===== src/resampler_pkg.sv =====
// shared widths, depths and limits for the stereo 2x resampler, referenced by scoped name
package resampler_pkg;

    // audio and coefficient widths
    localparam int SAMPLE_W = 24;
    localparam int COEFF_W = 16;
    // headroom for eight products
    localparam int ACC_W = 26;

    // filter shape
    localparam int FIR_DEPTH = 8;
    localparam int FIR_DEPTH_LOG2 = 3;
    localparam int NUM_PHASE = 2;
    localparam int NUM_PHASE_LOG2 = 1;
    // input samples consumed per phase wrap
    localparam int DECIM = 1;

    // rom address is {phase, tap}
    localparam int BANK_ADDR_W = NUM_PHASE_LOG2 + FIR_DEPTH_LOG2;

    // multiplier stages, then address, operand load and add around it
    localparam int MULT_LATENCY = 4;
    localparam int PIPE_DEPTH = MULT_LATENCY + 3;

    // input ring buffer
    localparam int RB_LEN = 32;
    localparam int RB_LEN_LOG2 = 5;
    // read pointer starts this far behind the write pointer
    localparam int RB_READ_START = 12;

    // coefficients are Q15
    localparam int PROD_SHIFT = 15;

    // output saturation, symmetric around zero
    localparam logic signed [ACC_W-1:0] CLAMP_MAX =
        {{(ACC_W - SAMPLE_W + 1){1'b0}}, {(SAMPLE_W - 1){1'b1}}};
    localparam logic signed [ACC_W-1:0] CLAMP_MIN = -CLAMP_MAX;

endpackage

===== src/upsampler_stereo.sv =====
// stereo 2x polyphase upsampler top, two channels sharing one coefficient ROM and multiplier
`timescale 1ns/100ps

module upsampler_stereo (
    input  logic                               clk,
    input  logic                               rst,
    // producer side
    input  logic [resampler_pkg::SAMPLE_W-1:0] data_i,
    input  logic [1:0]                         wr_ack_i,
    output logic [1:0]                         rd_pop_o,
    // consumer side
    input  logic [1:0]                         out_pop_i,
    output logic [resampler_pkg::SAMPLE_W-1:0] data_o,
    output logic [1:0]                         out_ack_o
);

    logic                                       mult_ready;
    logic [1:0]                                 inuse;
    logic [1:0]                                 grant;
    logic [1:0]                                 rb_pop;
    logic [resampler_pkg::BANK_ADDR_W-1:0]      bank_addr [2];
    logic [resampler_pkg::BANK_ADDR_W-1:0]      bank_addr_bus;
    logic signed [resampler_pkg::COEFF_W-1:0]   bank_data;
    logic signed [resampler_pkg::SAMPLE_W-1:0]  mpcand [2];
    logic signed [resampler_pkg::SAMPLE_W-1:0]  mpcand_bus;
    logic signed [resampler_pkg::COEFF_W-1:0]   mplier [2];
    logic signed [resampler_pkg::COEFF_W-1:0]   mplier_bus;
    logic signed [resampler_pkg::SAMPLE_W-1:0]  mprod;
    logic [resampler_pkg::FIR_DEPTH_LOG2-1:0]   rb_offset [2];
    logic [resampler_pkg::SAMPLE_W-1:0]         rb_data [2];
    logic [resampler_pkg::SAMPLE_W-1:0]         chan_data [2];

    // multiplier is dedicated to this pair
    assign mult_ready = 1'b1;

    // idle channels drive zero, so OR merges the shared buses
    assign bank_addr_bus = bank_addr[0] | bank_addr[1];
    assign mpcand_bus = mpcand[0] | mpcand[1];
    assign mplier_bus = mplier[0] | mplier[1];
    assign data_o = chan_data[0] | chan_data[1];
    assign rd_pop_o = rb_pop;

    fir_coeff_rom u_rom (
        .clk    (clk),
        .addr_i (bank_addr_bus),
        .data_o (bank_data)
    );

    shared_multiplier u_mult (
        .clk      (clk),
        .rst      (rst),
        .mpcand_i (mpcand_bus),
        .mplier_i (mplier_bus),
        .mprod_o  (mprod)
    );

    multiplier_grant u_grant (
        .clk          (clk),
        .rst          (rst),
        .mult_ready_i (mult_ready),
        .pop_i        (out_pop_i),
        .inuse_i      (inuse),
        .grant_o      (grant)
    );

    for (genvar ch = 0; ch < 2; ch++) begin : g_chan
        sample_ringbuf u_ringbuf (
            .clk      (clk),
            .rst      (rst),
            .data_i   (data_i),
            .we_i     (wr_ack_i[ch]),
            .pop_i    (rb_pop[ch]),
            .offset_i ({{(resampler_pkg::RB_LEN_LOG2 - resampler_pkg::FIR_DEPTH_LOG2){1'b0}},
                        rb_offset[ch]}),
            .data_o   (rb_data[ch])
        );

        polyphase_channel u_chan (
            .clk         (clk),
            .rst         (rst),
            .grant_i     (grant[ch]),
            .inuse_o     (inuse[ch]),
            .bank_addr_o (bank_addr[ch]),
            .bank_data_i (bank_data),
            .mpcand_o    (mpcand[ch]),
            .mplier_o    (mplier[ch]),
            .mprod_i     (mprod),
            .rb_pop_o    (rb_pop[ch]),
            .rb_offset_o (rb_offset[ch]),
            .rb_data_i   (rb_data[ch]),
            .pop_i       (out_pop_i[ch]),
            .data_o      (chan_data[ch]),
            .ack_o       (out_ack_o[ch])
        );
    end

endmodule


===== src/multiplier_grant.sv =====
// arbitration of the shared multiplier between the two channels, channel 0 first on a tie
`timescale 1ns/100ps

module multiplier_grant (
    input  logic       clk,
    input  logic       rst,
    input  logic       mult_ready_i,
    input  logic [1:0] pop_i,
    input  logic [1:0] inuse_i,
    output logic [1:0] grant_o
);

    logic [1:0] waiting_q;
    logic [1:0] inuse_q;
    logic [1:0] inuse_fall;
    logic [1:0] can_grant;

    assign inuse_fall = inuse_q & ~inuse_i;

    // other channel must neither hold a grant nor still be draining the pipe
    assign can_grant[0] = waiting_q[0] && mult_ready_i && !inuse_i[1] && !grant_o[1];
    assign can_grant[1] = waiting_q[1] && mult_ready_i && !inuse_i[0] && !grant_o[0]
                          && !can_grant[0];

    always_ff @(posedge clk) begin
        if (rst) begin
            waiting_q <= '0;
            inuse_q <= '0;
            grant_o <= '0;
        end else begin
            inuse_q <= inuse_i;
            for (int ch = 0; ch < 2; ch++) begin
                if (pop_i[ch]) begin
                    waiting_q[ch] <= 1'b1;
                end
                if (can_grant[ch]) begin
                    waiting_q[ch] <= 1'b0;
                    grant_o[ch] <= 1'b1;
                end else if (inuse_fall[ch]) begin
                    // channel finished its finish step
                    grant_o[ch] <= 1'b0;
                end
            end
        end
    end

    // at most one channel holds or still uses the multiplier at any time
    assert property (@(posedge clk) disable iff (rst)
        $onehot0(grant_o | inuse_i));

endmodule


===== src/polyphase_channel.sv =====
// one resampler channel FSM: streams eight taps through the shared multiplier, answers pops
`timescale 1ns/100ps

module polyphase_channel (
    input  logic                                        clk,
    input  logic                                        rst,
    // shared multiplier ownership
    input  logic                                        grant_i,
    output logic                                        inuse_o,
    // coefficient rom
    output logic [resampler_pkg::BANK_ADDR_W-1:0]       bank_addr_o,
    input  logic signed [resampler_pkg::COEFF_W-1:0]    bank_data_i,
    // shared multiplier
    output logic signed [resampler_pkg::SAMPLE_W-1:0]   mpcand_o,
    output logic signed [resampler_pkg::COEFF_W-1:0]    mplier_o,
    input  logic signed [resampler_pkg::SAMPLE_W-1:0]   mprod_i,
    // input ring buffer
    output logic                                        rb_pop_o,
    output logic [resampler_pkg::FIR_DEPTH_LOG2-1:0]    rb_offset_o,
    input  logic signed [resampler_pkg::SAMPLE_W-1:0]   rb_data_i,
    // output side
    input  logic                                        pop_i,
    output logic [resampler_pkg::SAMPLE_W-1:0]          data_o,
    output logic                                        ack_o
);

    enum logic [2:0] {
        ST_IDLE,
        ST_RESULT,
        ST_CALC_PENDING,
        ST_CALC,
        ST_NEXT_PHASE
    } state_q;

    logic                                        pop_q;
    // cycle index inside the tap loop, runs past FIR_DEPTH to drain the pipe
    logic [resampler_pkg::FIR_DEPTH_LOG2:0]      cnt_q;
    logic [resampler_pkg::NUM_PHASE_LOG2-1:0]    phase_q;
    logic signed [resampler_pkg::SAMPLE_W-1:0]   mpcand_q;
    logic signed [resampler_pkg::COEFF_W-1:0]    mplier_q;
    logic signed [resampler_pkg::ACC_W-1:0]      sum_q;
    logic signed [resampler_pkg::SAMPLE_W-1:0]   result_q;
    logic signed [resampler_pkg::ACC_W-1:0]      prod_ext;
    logic                                        phase_wrap;
    logic                                        tap_issue;
    logic                                        tap_load;
    logic                                        tap_accum;

    function automatic logic signed [resampler_pkg::SAMPLE_W-1:0] clamp(
        input logic signed [resampler_pkg::ACC_W-1:0] value
    );
        if (value > resampler_pkg::CLAMP_MAX) begin
            return resampler_pkg::CLAMP_MAX[resampler_pkg::SAMPLE_W-1:0];
        end else if (value < resampler_pkg::CLAMP_MIN) begin
            return resampler_pkg::CLAMP_MIN[resampler_pkg::SAMPLE_W-1:0];
        end
        return value[resampler_pkg::SAMPLE_W-1:0];
    endfunction

    // tap k: address at cnt k, operands at k+1, product back at k+PIPE_DEPTH-1
    assign tap_issue = (state_q == ST_CALC) && (cnt_q < resampler_pkg::FIR_DEPTH);
    assign tap_load = (state_q == ST_CALC) && (cnt_q >= 1)
                      && (cnt_q <= resampler_pkg::FIR_DEPTH);
    assign tap_accum = (state_q == ST_CALC)
                       && (cnt_q >= resampler_pkg::PIPE_DEPTH - 1)
                       && (cnt_q < resampler_pkg::PIPE_DEPTH - 1 + resampler_pkg::FIR_DEPTH);

    assign phase_wrap = (phase_q == resampler_pkg::NUM_PHASE - 1);
    assign prod_ext = {{(resampler_pkg::ACC_W - resampler_pkg::SAMPLE_W)
                        {mprod_i[resampler_pkg::SAMPLE_W-1]}}, mprod_i};

    // shared buses stay zero while another channel owns them
    assign bank_addr_o = tap_issue ? {phase_q, cnt_q[resampler_pkg::FIR_DEPTH_LOG2-1:0]} : '0;
    assign mpcand_o = mpcand_q;
    assign mplier_o = mplier_q;
    assign rb_offset_o = cnt_q[resampler_pkg::FIR_DEPTH_LOG2-1:0];
    assign rb_pop_o = (state_q == ST_NEXT_PHASE) && phase_wrap;

    assign inuse_o = (state_q == ST_CALC) || (state_q == ST_NEXT_PHASE);
    // ack returns the previous result while the new one is computed
    assign ack_o = (state_q == ST_RESULT);
    assign data_o = ack_o ? result_q : '0;

    always_ff @(posedge clk) begin
        if (rst) begin
            state_q <= ST_IDLE;
            pop_q <= 1'b0;
            cnt_q <= '0;
            phase_q <= '0;
            mpcand_q <= '0;
            mplier_q <= '0;
            result_q <= '0;
        end else begin
            pop_q <= pop_i;

            if (tap_load) begin
                mpcand_q <= rb_data_i;
                mplier_q <= bank_data_i;
            end else begin
                mpcand_q <= '0;
                mplier_q <= '0;
            end

            case (state_q)
                ST_IDLE: begin
                    if (pop_q) begin
                        state_q <= ST_RESULT;
                    end
                end
                ST_RESULT, ST_CALC_PENDING: begin
                    cnt_q <= '0;
                    state_q <= grant_i ? ST_CALC : ST_CALC_PENDING;
                end
                ST_CALC: begin
                    cnt_q <= cnt_q + 1'b1;
                    if (cnt_q == resampler_pkg::FIR_DEPTH + resampler_pkg::PIPE_DEPTH - 1) begin
                        state_q <= ST_NEXT_PHASE;
                    end
                end
                ST_NEXT_PHASE: begin
                    cnt_q <= '0;
                    phase_q <= phase_wrap ? '0 : phase_q + 1'b1;
                    result_q <= clamp(sum_q);
                    state_q <= ST_IDLE;
                end
                default: begin
                    state_q <= ST_IDLE;
                end
            endcase
        end
    end

    // accumulator is cleared before every tap loop
    always_ff @(posedge clk) begin
        if (state_q == ST_RESULT) begin
            sum_q <= '0;
        end else if (tap_accum) begin
            sum_q <= sum_q + prod_ext;
        end
    end

    // tap loop only runs while this channel owns the multiplier
    assert property (@(posedge clk) disable iff (rst)
        (state_q == ST_CALC) |-> grant_i);

endmodule


===== src/shared_multiplier.sv =====
// pipelined signed sample by coefficient multiplier shared by both channels, Q15 scaled output
`timescale 1ns/100ps

module shared_multiplier (
    input  logic                                      clk,
    input  logic                                      rst,
    input  logic signed [resampler_pkg::SAMPLE_W-1:0] mpcand_i,
    input  logic signed [resampler_pkg::COEFF_W-1:0]  mplier_i,
    output logic signed [resampler_pkg::SAMPLE_W-1:0] mprod_o
);

    logic signed [resampler_pkg::SAMPLE_W-1:0] a_q;
    logic signed [resampler_pkg::COEFF_W-1:0]  b_q;
    logic signed [resampler_pkg::SAMPLE_W+resampler_pkg::COEFF_W-1:0] a_ext;
    logic signed [resampler_pkg::SAMPLE_W+resampler_pkg::COEFF_W-1:0] b_ext;
    logic signed [resampler_pkg::SAMPLE_W+resampler_pkg::COEFF_W-1:0] prod_shift;
    // full width products between multiply and scale stages
    logic signed [resampler_pkg::SAMPLE_W+resampler_pkg::COEFF_W-1:0]
        prod_q [resampler_pkg::MULT_LATENCY-2];

    assign a_ext = {{resampler_pkg::COEFF_W{a_q[resampler_pkg::SAMPLE_W-1]}}, a_q};
    assign b_ext = {{resampler_pkg::SAMPLE_W{b_q[resampler_pkg::COEFF_W-1]}}, b_q};
    assign prod_shift = prod_q[resampler_pkg::MULT_LATENCY-3] >>> resampler_pkg::PROD_SHIFT;

    always_ff @(posedge clk) begin
        if (rst) begin
            a_q <= '0;
            b_q <= '0;
            for (int i = 0; i < resampler_pkg::MULT_LATENCY - 2; i++) begin
                prod_q[i] <= '0;
            end
            mprod_o <= '0;
        end else begin
            a_q <= mpcand_i;
            b_q <= mplier_i;
            prod_q[0] <= a_ext * b_ext;
            for (int i = 1; i < resampler_pkg::MULT_LATENCY - 2; i++) begin
                prod_q[i] <= prod_q[i-1];
            end
            // scale back to sample width, plain truncation
            mprod_o <= prod_shift[resampler_pkg::SAMPLE_W-1:0];
        end
    end

endmodule


===== src/fir_coeff_rom.sv =====
// coefficient ROM for both polyphase branches, shared by the two channels with one cycle latency
`timescale 1ns/100ps

module fir_coeff_rom (
    input  logic                                     clk,
    input  logic [resampler_pkg::BANK_ADDR_W-1:0]    addr_i,
    output logic signed [resampler_pkg::COEFF_W-1:0] data_o
);

    logic signed [resampler_pkg::COEFF_W-1:0] coeff;

    // two mirror-image branches of a 16-tap interpolation lowpass, Q15
    // each branch sums slightly above unity so full scale saturates
    always_comb begin
        case (addr_i)
            // phase 0, early half sample
            4'd0:    coeff = -16'sd164;
            4'd1:    coeff = 16'sd605;
            4'd2:    coeff = -16'sd1738;
            4'd3:    coeff = 16'sd7372;
            4'd4:    coeff = 16'sd29418;
            4'd5:    coeff = -16'sd3190;
            4'd6:    coeff = 16'sd1003;
            4'd7:    coeff = -16'sd294;
            // phase 1, late half sample
            4'd8:    coeff = -16'sd294;
            4'd9:    coeff = 16'sd1003;
            4'd10:   coeff = -16'sd3190;
            4'd11:   coeff = 16'sd29418;
            4'd12:   coeff = 16'sd7372;
            4'd13:   coeff = -16'sd1738;
            4'd14:   coeff = 16'sd605;
            4'd15:   coeff = -16'sd164;
            default: coeff = '0;
        endcase
    end

    always_ff @(posedge clk) begin
        data_o <= coeff;
    end

endmodule


===== src/sample_ringbuf.sv =====
// per-channel input sample ring buffer, written by the producer and read by offset from its tail
`timescale 1ns/100ps

module sample_ringbuf (
    input  logic                                  clk,
    input  logic                                  rst,
    input  logic [resampler_pkg::SAMPLE_W-1:0]    data_i,
    input  logic                                  we_i,
    input  logic                                  pop_i,
    input  logic [resampler_pkg::RB_LEN_LOG2-1:0] offset_i,
    output logic [resampler_pkg::SAMPLE_W-1:0]    data_o
);

    logic [resampler_pkg::SAMPLE_W-1:0]    mem [resampler_pkg::RB_LEN];
    // entries never written since reset read back as silence
    logic [resampler_pkg::RB_LEN-1:0]      written_q;
    logic [resampler_pkg::RB_LEN_LOG2-1:0] wr_ptr_q;
    logic [resampler_pkg::RB_LEN_LOG2-1:0] rd_ptr_q;
    logic [resampler_pkg::RB_LEN_LOG2-1:0] rd_addr;

    assign rd_addr = rd_ptr_q + offset_i;

    always_ff @(posedge clk) begin
        if (rst) begin
            wr_ptr_q <= resampler_pkg::RB_READ_START[resampler_pkg::RB_LEN_LOG2-1:0];
            rd_ptr_q <= '0;
            written_q <= '0;
        end else begin
            if (we_i) begin
                wr_ptr_q <= wr_ptr_q + 1'b1;
                written_q[wr_ptr_q] <= 1'b1;
            end
            if (pop_i) begin
                rd_ptr_q <= rd_ptr_q + resampler_pkg::DECIM[resampler_pkg::RB_LEN_LOG2-1:0];
            end
        end
    end

    always_ff @(posedge clk) begin
        if (we_i) begin
            mem[wr_ptr_q] <= data_i;
        end
        data_o <= written_q[rd_addr] ? mem[rd_addr] : '0;
    end

    // producer must not lap the oldest sample the channel still reads
    assert property (@(posedge clk) disable iff (rst)
        (we_i && !pop_i) |=> (wr_ptr_q != rd_ptr_q));

endmodule


===== config.mk =====
export PLATFORM = sky130hd
export DESIGN_NAME = upsampler_stereo
export DESIGN_NICKNAME = d
export VERILOG_FILES = /design/src/resampler_pkg.sv /design/src/upsampler_stereo.sv /design/src/multiplier_grant.sv /design/src/polyphase_channel.sv /design/src/shared_multiplier.sv /design/src/fir_coeff_rom.sv /design/src/sample_ringbuf.sv
export SDC_FILE = /design/constraint.sdc
export NUM_CORES = 2
export LEC_CHECK = 0
export ABC_CLOCK_PERIOD_IN_PS = 10100
export BUFFER_PORTS_ARGS = -buffer_cell sky130_fd_sc_hd__buf_2
export CAP_MARGIN = 40
export CELL_PAD_IN_SITES_DETAIL_PLACEMENT = 2
export CELL_PAD_IN_SITES_GLOBAL_PLACEMENT = 2
export CORE_UTILIZATION = 30
export CTS_BUF_LIST = sky130_fd_sc_hd__clkbuf_8
export CTS_CLUSTER_SIZE = 20
export DETAILED_ROUTE_END_ITERATION = 6
export HOLD_SLACK_MARGIN = 0.12
export PLACE_DENSITY = 0.58
export RECOVER_POWER = 50
export SYNTH_ARGS = -nofsm -noshare
export SYNTH_HDL_FRONTEND = slang
export SYNTH_SLANG_ARGS = --single-unit
export TNS_END_PERCENT = 10

===== constraint.sdc =====
create_clock -name clk -period 10.1 [get_ports clk]
set_input_delay 2.02 -clock clk [delete_from_list [all_inputs] [get_ports clk]]
set_output_delay 2.02 -clock clk [all_outputs]
set_load 0.02 [all_outputs]

==> key figures <==
Critical path
  – Buf/Inv on CP: 4
  – Top cell by count, worst path: fa_1
  – Startpoint Class: flop
  – Critical Path RT: 10.78 ns
  – Worst path max stage delay: 0.81 ns
  – CP arrival: 7.80 ns
  – Crit Path Category: flop to flop
  – Slowest stage cell, crit path: dfxtp_1
  – CP Capture Type: flop
  – Worst-path maximum fanout: 15
  – Crit-path cells: nand2_1 > fa_1 > inv_1 > fa_1 > fa_1 > fa_1 > fa_1 > inv_1 > fa_1 > inv_1 > ha_1 > a2111oi_0 > o21ai_1 > o21ai_1 > o311ai_2 > buf_4 > nand3_1 > nand2_1 > a211oi_1 > o21ai_0 > xnor2_1 > nor2_1
  – Delay-heaviest family, CP: adder cells

Timing
  – Crit share post-route: 70.5%
  – Final Hold Fails: 0
  – Fin worst setup slack: 2.98 ns
  – Setup-failing EPs final: 0
  – Max transition margin: -154%
  – Clock period minus final worst setup slack: 7.12 ns
  – RSZ-0062 raised after global routing: no
  – Highest clock rate: 140 MHz
  – Final TNS setup: 0 ns
  – Clock Skew: 0.155 ns
  – Max Transition Viols Final: 1908
  – Worst Tran Pin Value: 3.81 ns

Logic synthesis
  – Top post-synthesis cells by count: 1536 x edfxtp_1, 500 x mux4_2, 490 x nor2_1, 467 x inv_1, 460 x dfxtp_1
  – Library cells used by synthesis: 72
  – Share of the synthesized area in the top cell type: 52.0%
  – Async S/R FF share, synth: 0%
  – Syn Area/Cell: 15.9 um^2
  – Synth area leader: edfxtp_1
  – Net Count, Synth: 6161
  – Number of synthesized flops with an enable pin: 1536
  – Seq/Total Area, Yosys: 62.3%
  – Synth area leaders: edfxtp_1 52%, mux4_2 13%, dfxtp_1 10%, fa_1 8.3%, ha_1 2.5%
  – Synth Instances: 5588
  – Count leader, synth: edfxtp_1
  – Ys flop type: edfxtp_1
  – Seq cells post-synth: 1996
  – Synth Cell Area: 88800 um^2
  – Ys Warns: 0

Global routing
  – Vias in the first global route: 55264
  – Global-route wire length before repair: 377000 um
  – Overall routing resource usage: 17.1%
  – Initial antenna violation count: 19
  – Total congestion overflow: 0
  – Largest net degree at the start of global routing: 112

Cells and area
  – Final std cells w/o fill: 10098
  – Layout cells sized above 1: 19.7%
  – Seq. cell area: 55300 um^2
  – Area Growth Syn to Fin: 14.0%
  – Final nets: 6468
  – Fill count: 29572
  – Multi-input logic area: 31200 um^2

Clocking
  – H-tree levels: 5
  – Setup bufs post-CTS: 0
  – Clk sinks: 1996
  – Hold buffer count at CTS: 0
  – CTS Buffer Depth: 4
  – Post_cts resized: 0
  – CTS tree: yes
  – Clock root cell: clkbuf_8
  – Clock Pin Slew Worst Setup and Hold Paths: 0.06 ns
  – CTS Buf Count: 352
  – Later-pin clock latency in the skew report: 1.02 ns

Floorplanning
  – Starting Density: 30.2%
  – Die area: 298000 um^2
  – Row Count: 199
  – Die height: 546 um
  – Area of the core: 294000 um^2
  – I/O pin count: 58
  – DIE WIDTH: 546 um

Route
  – Routed Antenna Nets: 0
  – Drt initial violations: 3188
  – Routed length per placed instance: 25.3 um
  – First-pass DRT Iterations: 7
  – Vias/cell: 4.81
  – DR DRC count: 6
  – Via Count: 48541
  – Final WL: 255000 um

Placement
  – PortBufs: 57
  – Gpl congestion: 0.747
  – Dpl hpwl: 155000 um
  – Setup WS pre-CTS: 2.87 ns
  – Placed cell count: 9460

Pwr
  – Leakage power: 36.0 nW
  – Pwr Density: 164 nW/um^2
  – NetSw: 3.82 mW
  – Pint: 12.7 mW
  – Switching share of total power: 23.1%
  – Clk pwr share: 42.5%
  – Seq pwr share: 54.0%
  – Comb power frac: 3.5%
  – Max VDD drop: 0.000128 V

Job
  – Max-cap check violation count: 37

Min path
  – HP Class: flop to flop

Run status
  – Status: finished with violations
  – Failing checks: design-rule violations, max-capacitance violations, max-slew violations
placed cells by master, fill, tap and decap left out, types with 12 or more instances in the layout:
| cell type | Yosys | routed |
|---|---|---|
| xor2_1 | 31 | 31 |
| nor4_1 | 14 | 12 |
| nor3_1 | 26 | 26 |
| o21ai_0 | 58 | 58 |
| inv_1 | 467 | 588 |
| nor2b_1 | 65 | 65 |
| mux4_2 | 500 | 500 |
| nor2_1 | 490 | 431 |
| ha_1 | 175 | 173 |
| buf_4 | 4 | 113 |
| clkbuf_8 | 0 | 374 |
| edfxtp_1 | 1536 | 1536 |
| nor2_4 | 0 | 58 |
| mux2i_1 | 57 | 55 |
| nand4_1 | 15 | 15 |
| and2_1 | 206 | 205 |
| o21a_1 | 17 | 17 |
| a21oi_1 | 161 | 161 |
| nand2b_1 | 14 | 14 |
| fa_1 | 368 | 366 |
| buf_2 | 48 | 49 |
| a22o_1 | 27 | 27 |
| clkinv_1 | 1 | 77 |
| nand2_1 | 349 | 349 |
| clkbuf_1 | 207 | 42 |
| a21o_1 | 36 | 36 |
| dfxtp_1 | 460 | 460 |
| a211oi_1 | 19 | 19 |
| or3_1 | 12 | 12 |
| xnor2_1 | 66 | 60 |
| clkinv_2 | 0 | 35 |
| nand3_1 | 24 | 24 |
cells by family after synthesis:
| logic type | Yosys count | synth area share, % |
|---|---|---|
| buffers and inverters | 732 | 3.18 |
| AOI/OAI and AO/OA | 401 | 2.89 |
| and+or+nand+nor | 1257 | 6.47 |
| adders and majority gates | 545 | 10.8 |
| muxes | 560 | 13.4 |
| xor gates and xnor gates | 97 | 0.957 |
| DFF | 1996 | 62.3 |
cell type report:
cell class	instances	share of cell area, %
multi-input cells	2860	30.8
flip-flops and latches	1996	54.7
diodes	3	0.00742
inverters	468	1.74
repair buffers	217	1.49
clock buffers	374	5.09
well taps	3919	4.85
clock inverters	261	1.35
metal layers:
layer  GRT usage (%)  part of all wire (%)  vias up
met5               0                 0.027        -
met1            22.5                    44    26245
met4            3.66                   1.8       10
li1                -                     -    20988
met3            2.34                   4.1      326
met2            30.0                    50      972
through the flow:
stage	total power [mW]	hold slack (ns)	cell area, um^2	utilization (%)
floorplan	9.41	0.406	88800	-
global placement	9.66	0.411	94700	32.2
detailed placement	9.69	0.417	94900	32.3
CTS	16.8	0.405	101000	34.5
global route	17.2	0.414	101000	34.4
finish	16.5	0.406	101000	34.4
state kept, by name, indices dropped and copies added, names as in the netlist, 24 cells and up:
register	cells
g_chan.u_chan.mplier_o	30
g_chan.u_chan.result_q	48
u_mult.mprod_o	24
u_mult.a_q	24
g_chan.u_chan.mpcand_o	48
g_chan.u_chan.sum_q	52
g_chan.u_ringbuf.data_o	48
g_chan.u_ringbuf.written_q	64
u_mult.prod_q	48
g_chan.u_ringbuf.mem	1536
power by group through the flow:
stage	registers, mW	logic (mW)	clock network (mW)
CTS	8.92	0.599	7.29
finish	8.94	0.573	7.04
detailed placement	9.09	0.599	0
floorplan	9.08	0.326	0
global route	8.94	0.621	7.62
global placement	9.09	0.571	0
path summary, 6_finish.rpt:
kind / from / end / slack (ns) / cells past startpoint
worst max-delay path: u_mult.a_q[8] / u_mult.prod_q[0][32] / 2.98 / 22
worst min-delay path: u_mult.prod_q[0][30] / u_mult.prod_q[1][30] / 0.41 / 1
worst max register to register: u_mult.a_q[8] / u_mult.prod_q[0][32] / 2.98 / 22
worst min register to register: u_mult.prod_q[0][30] / u_mult.prod_q[1][30] / 0.41 / 1
(Power assumes the default switching activity.)
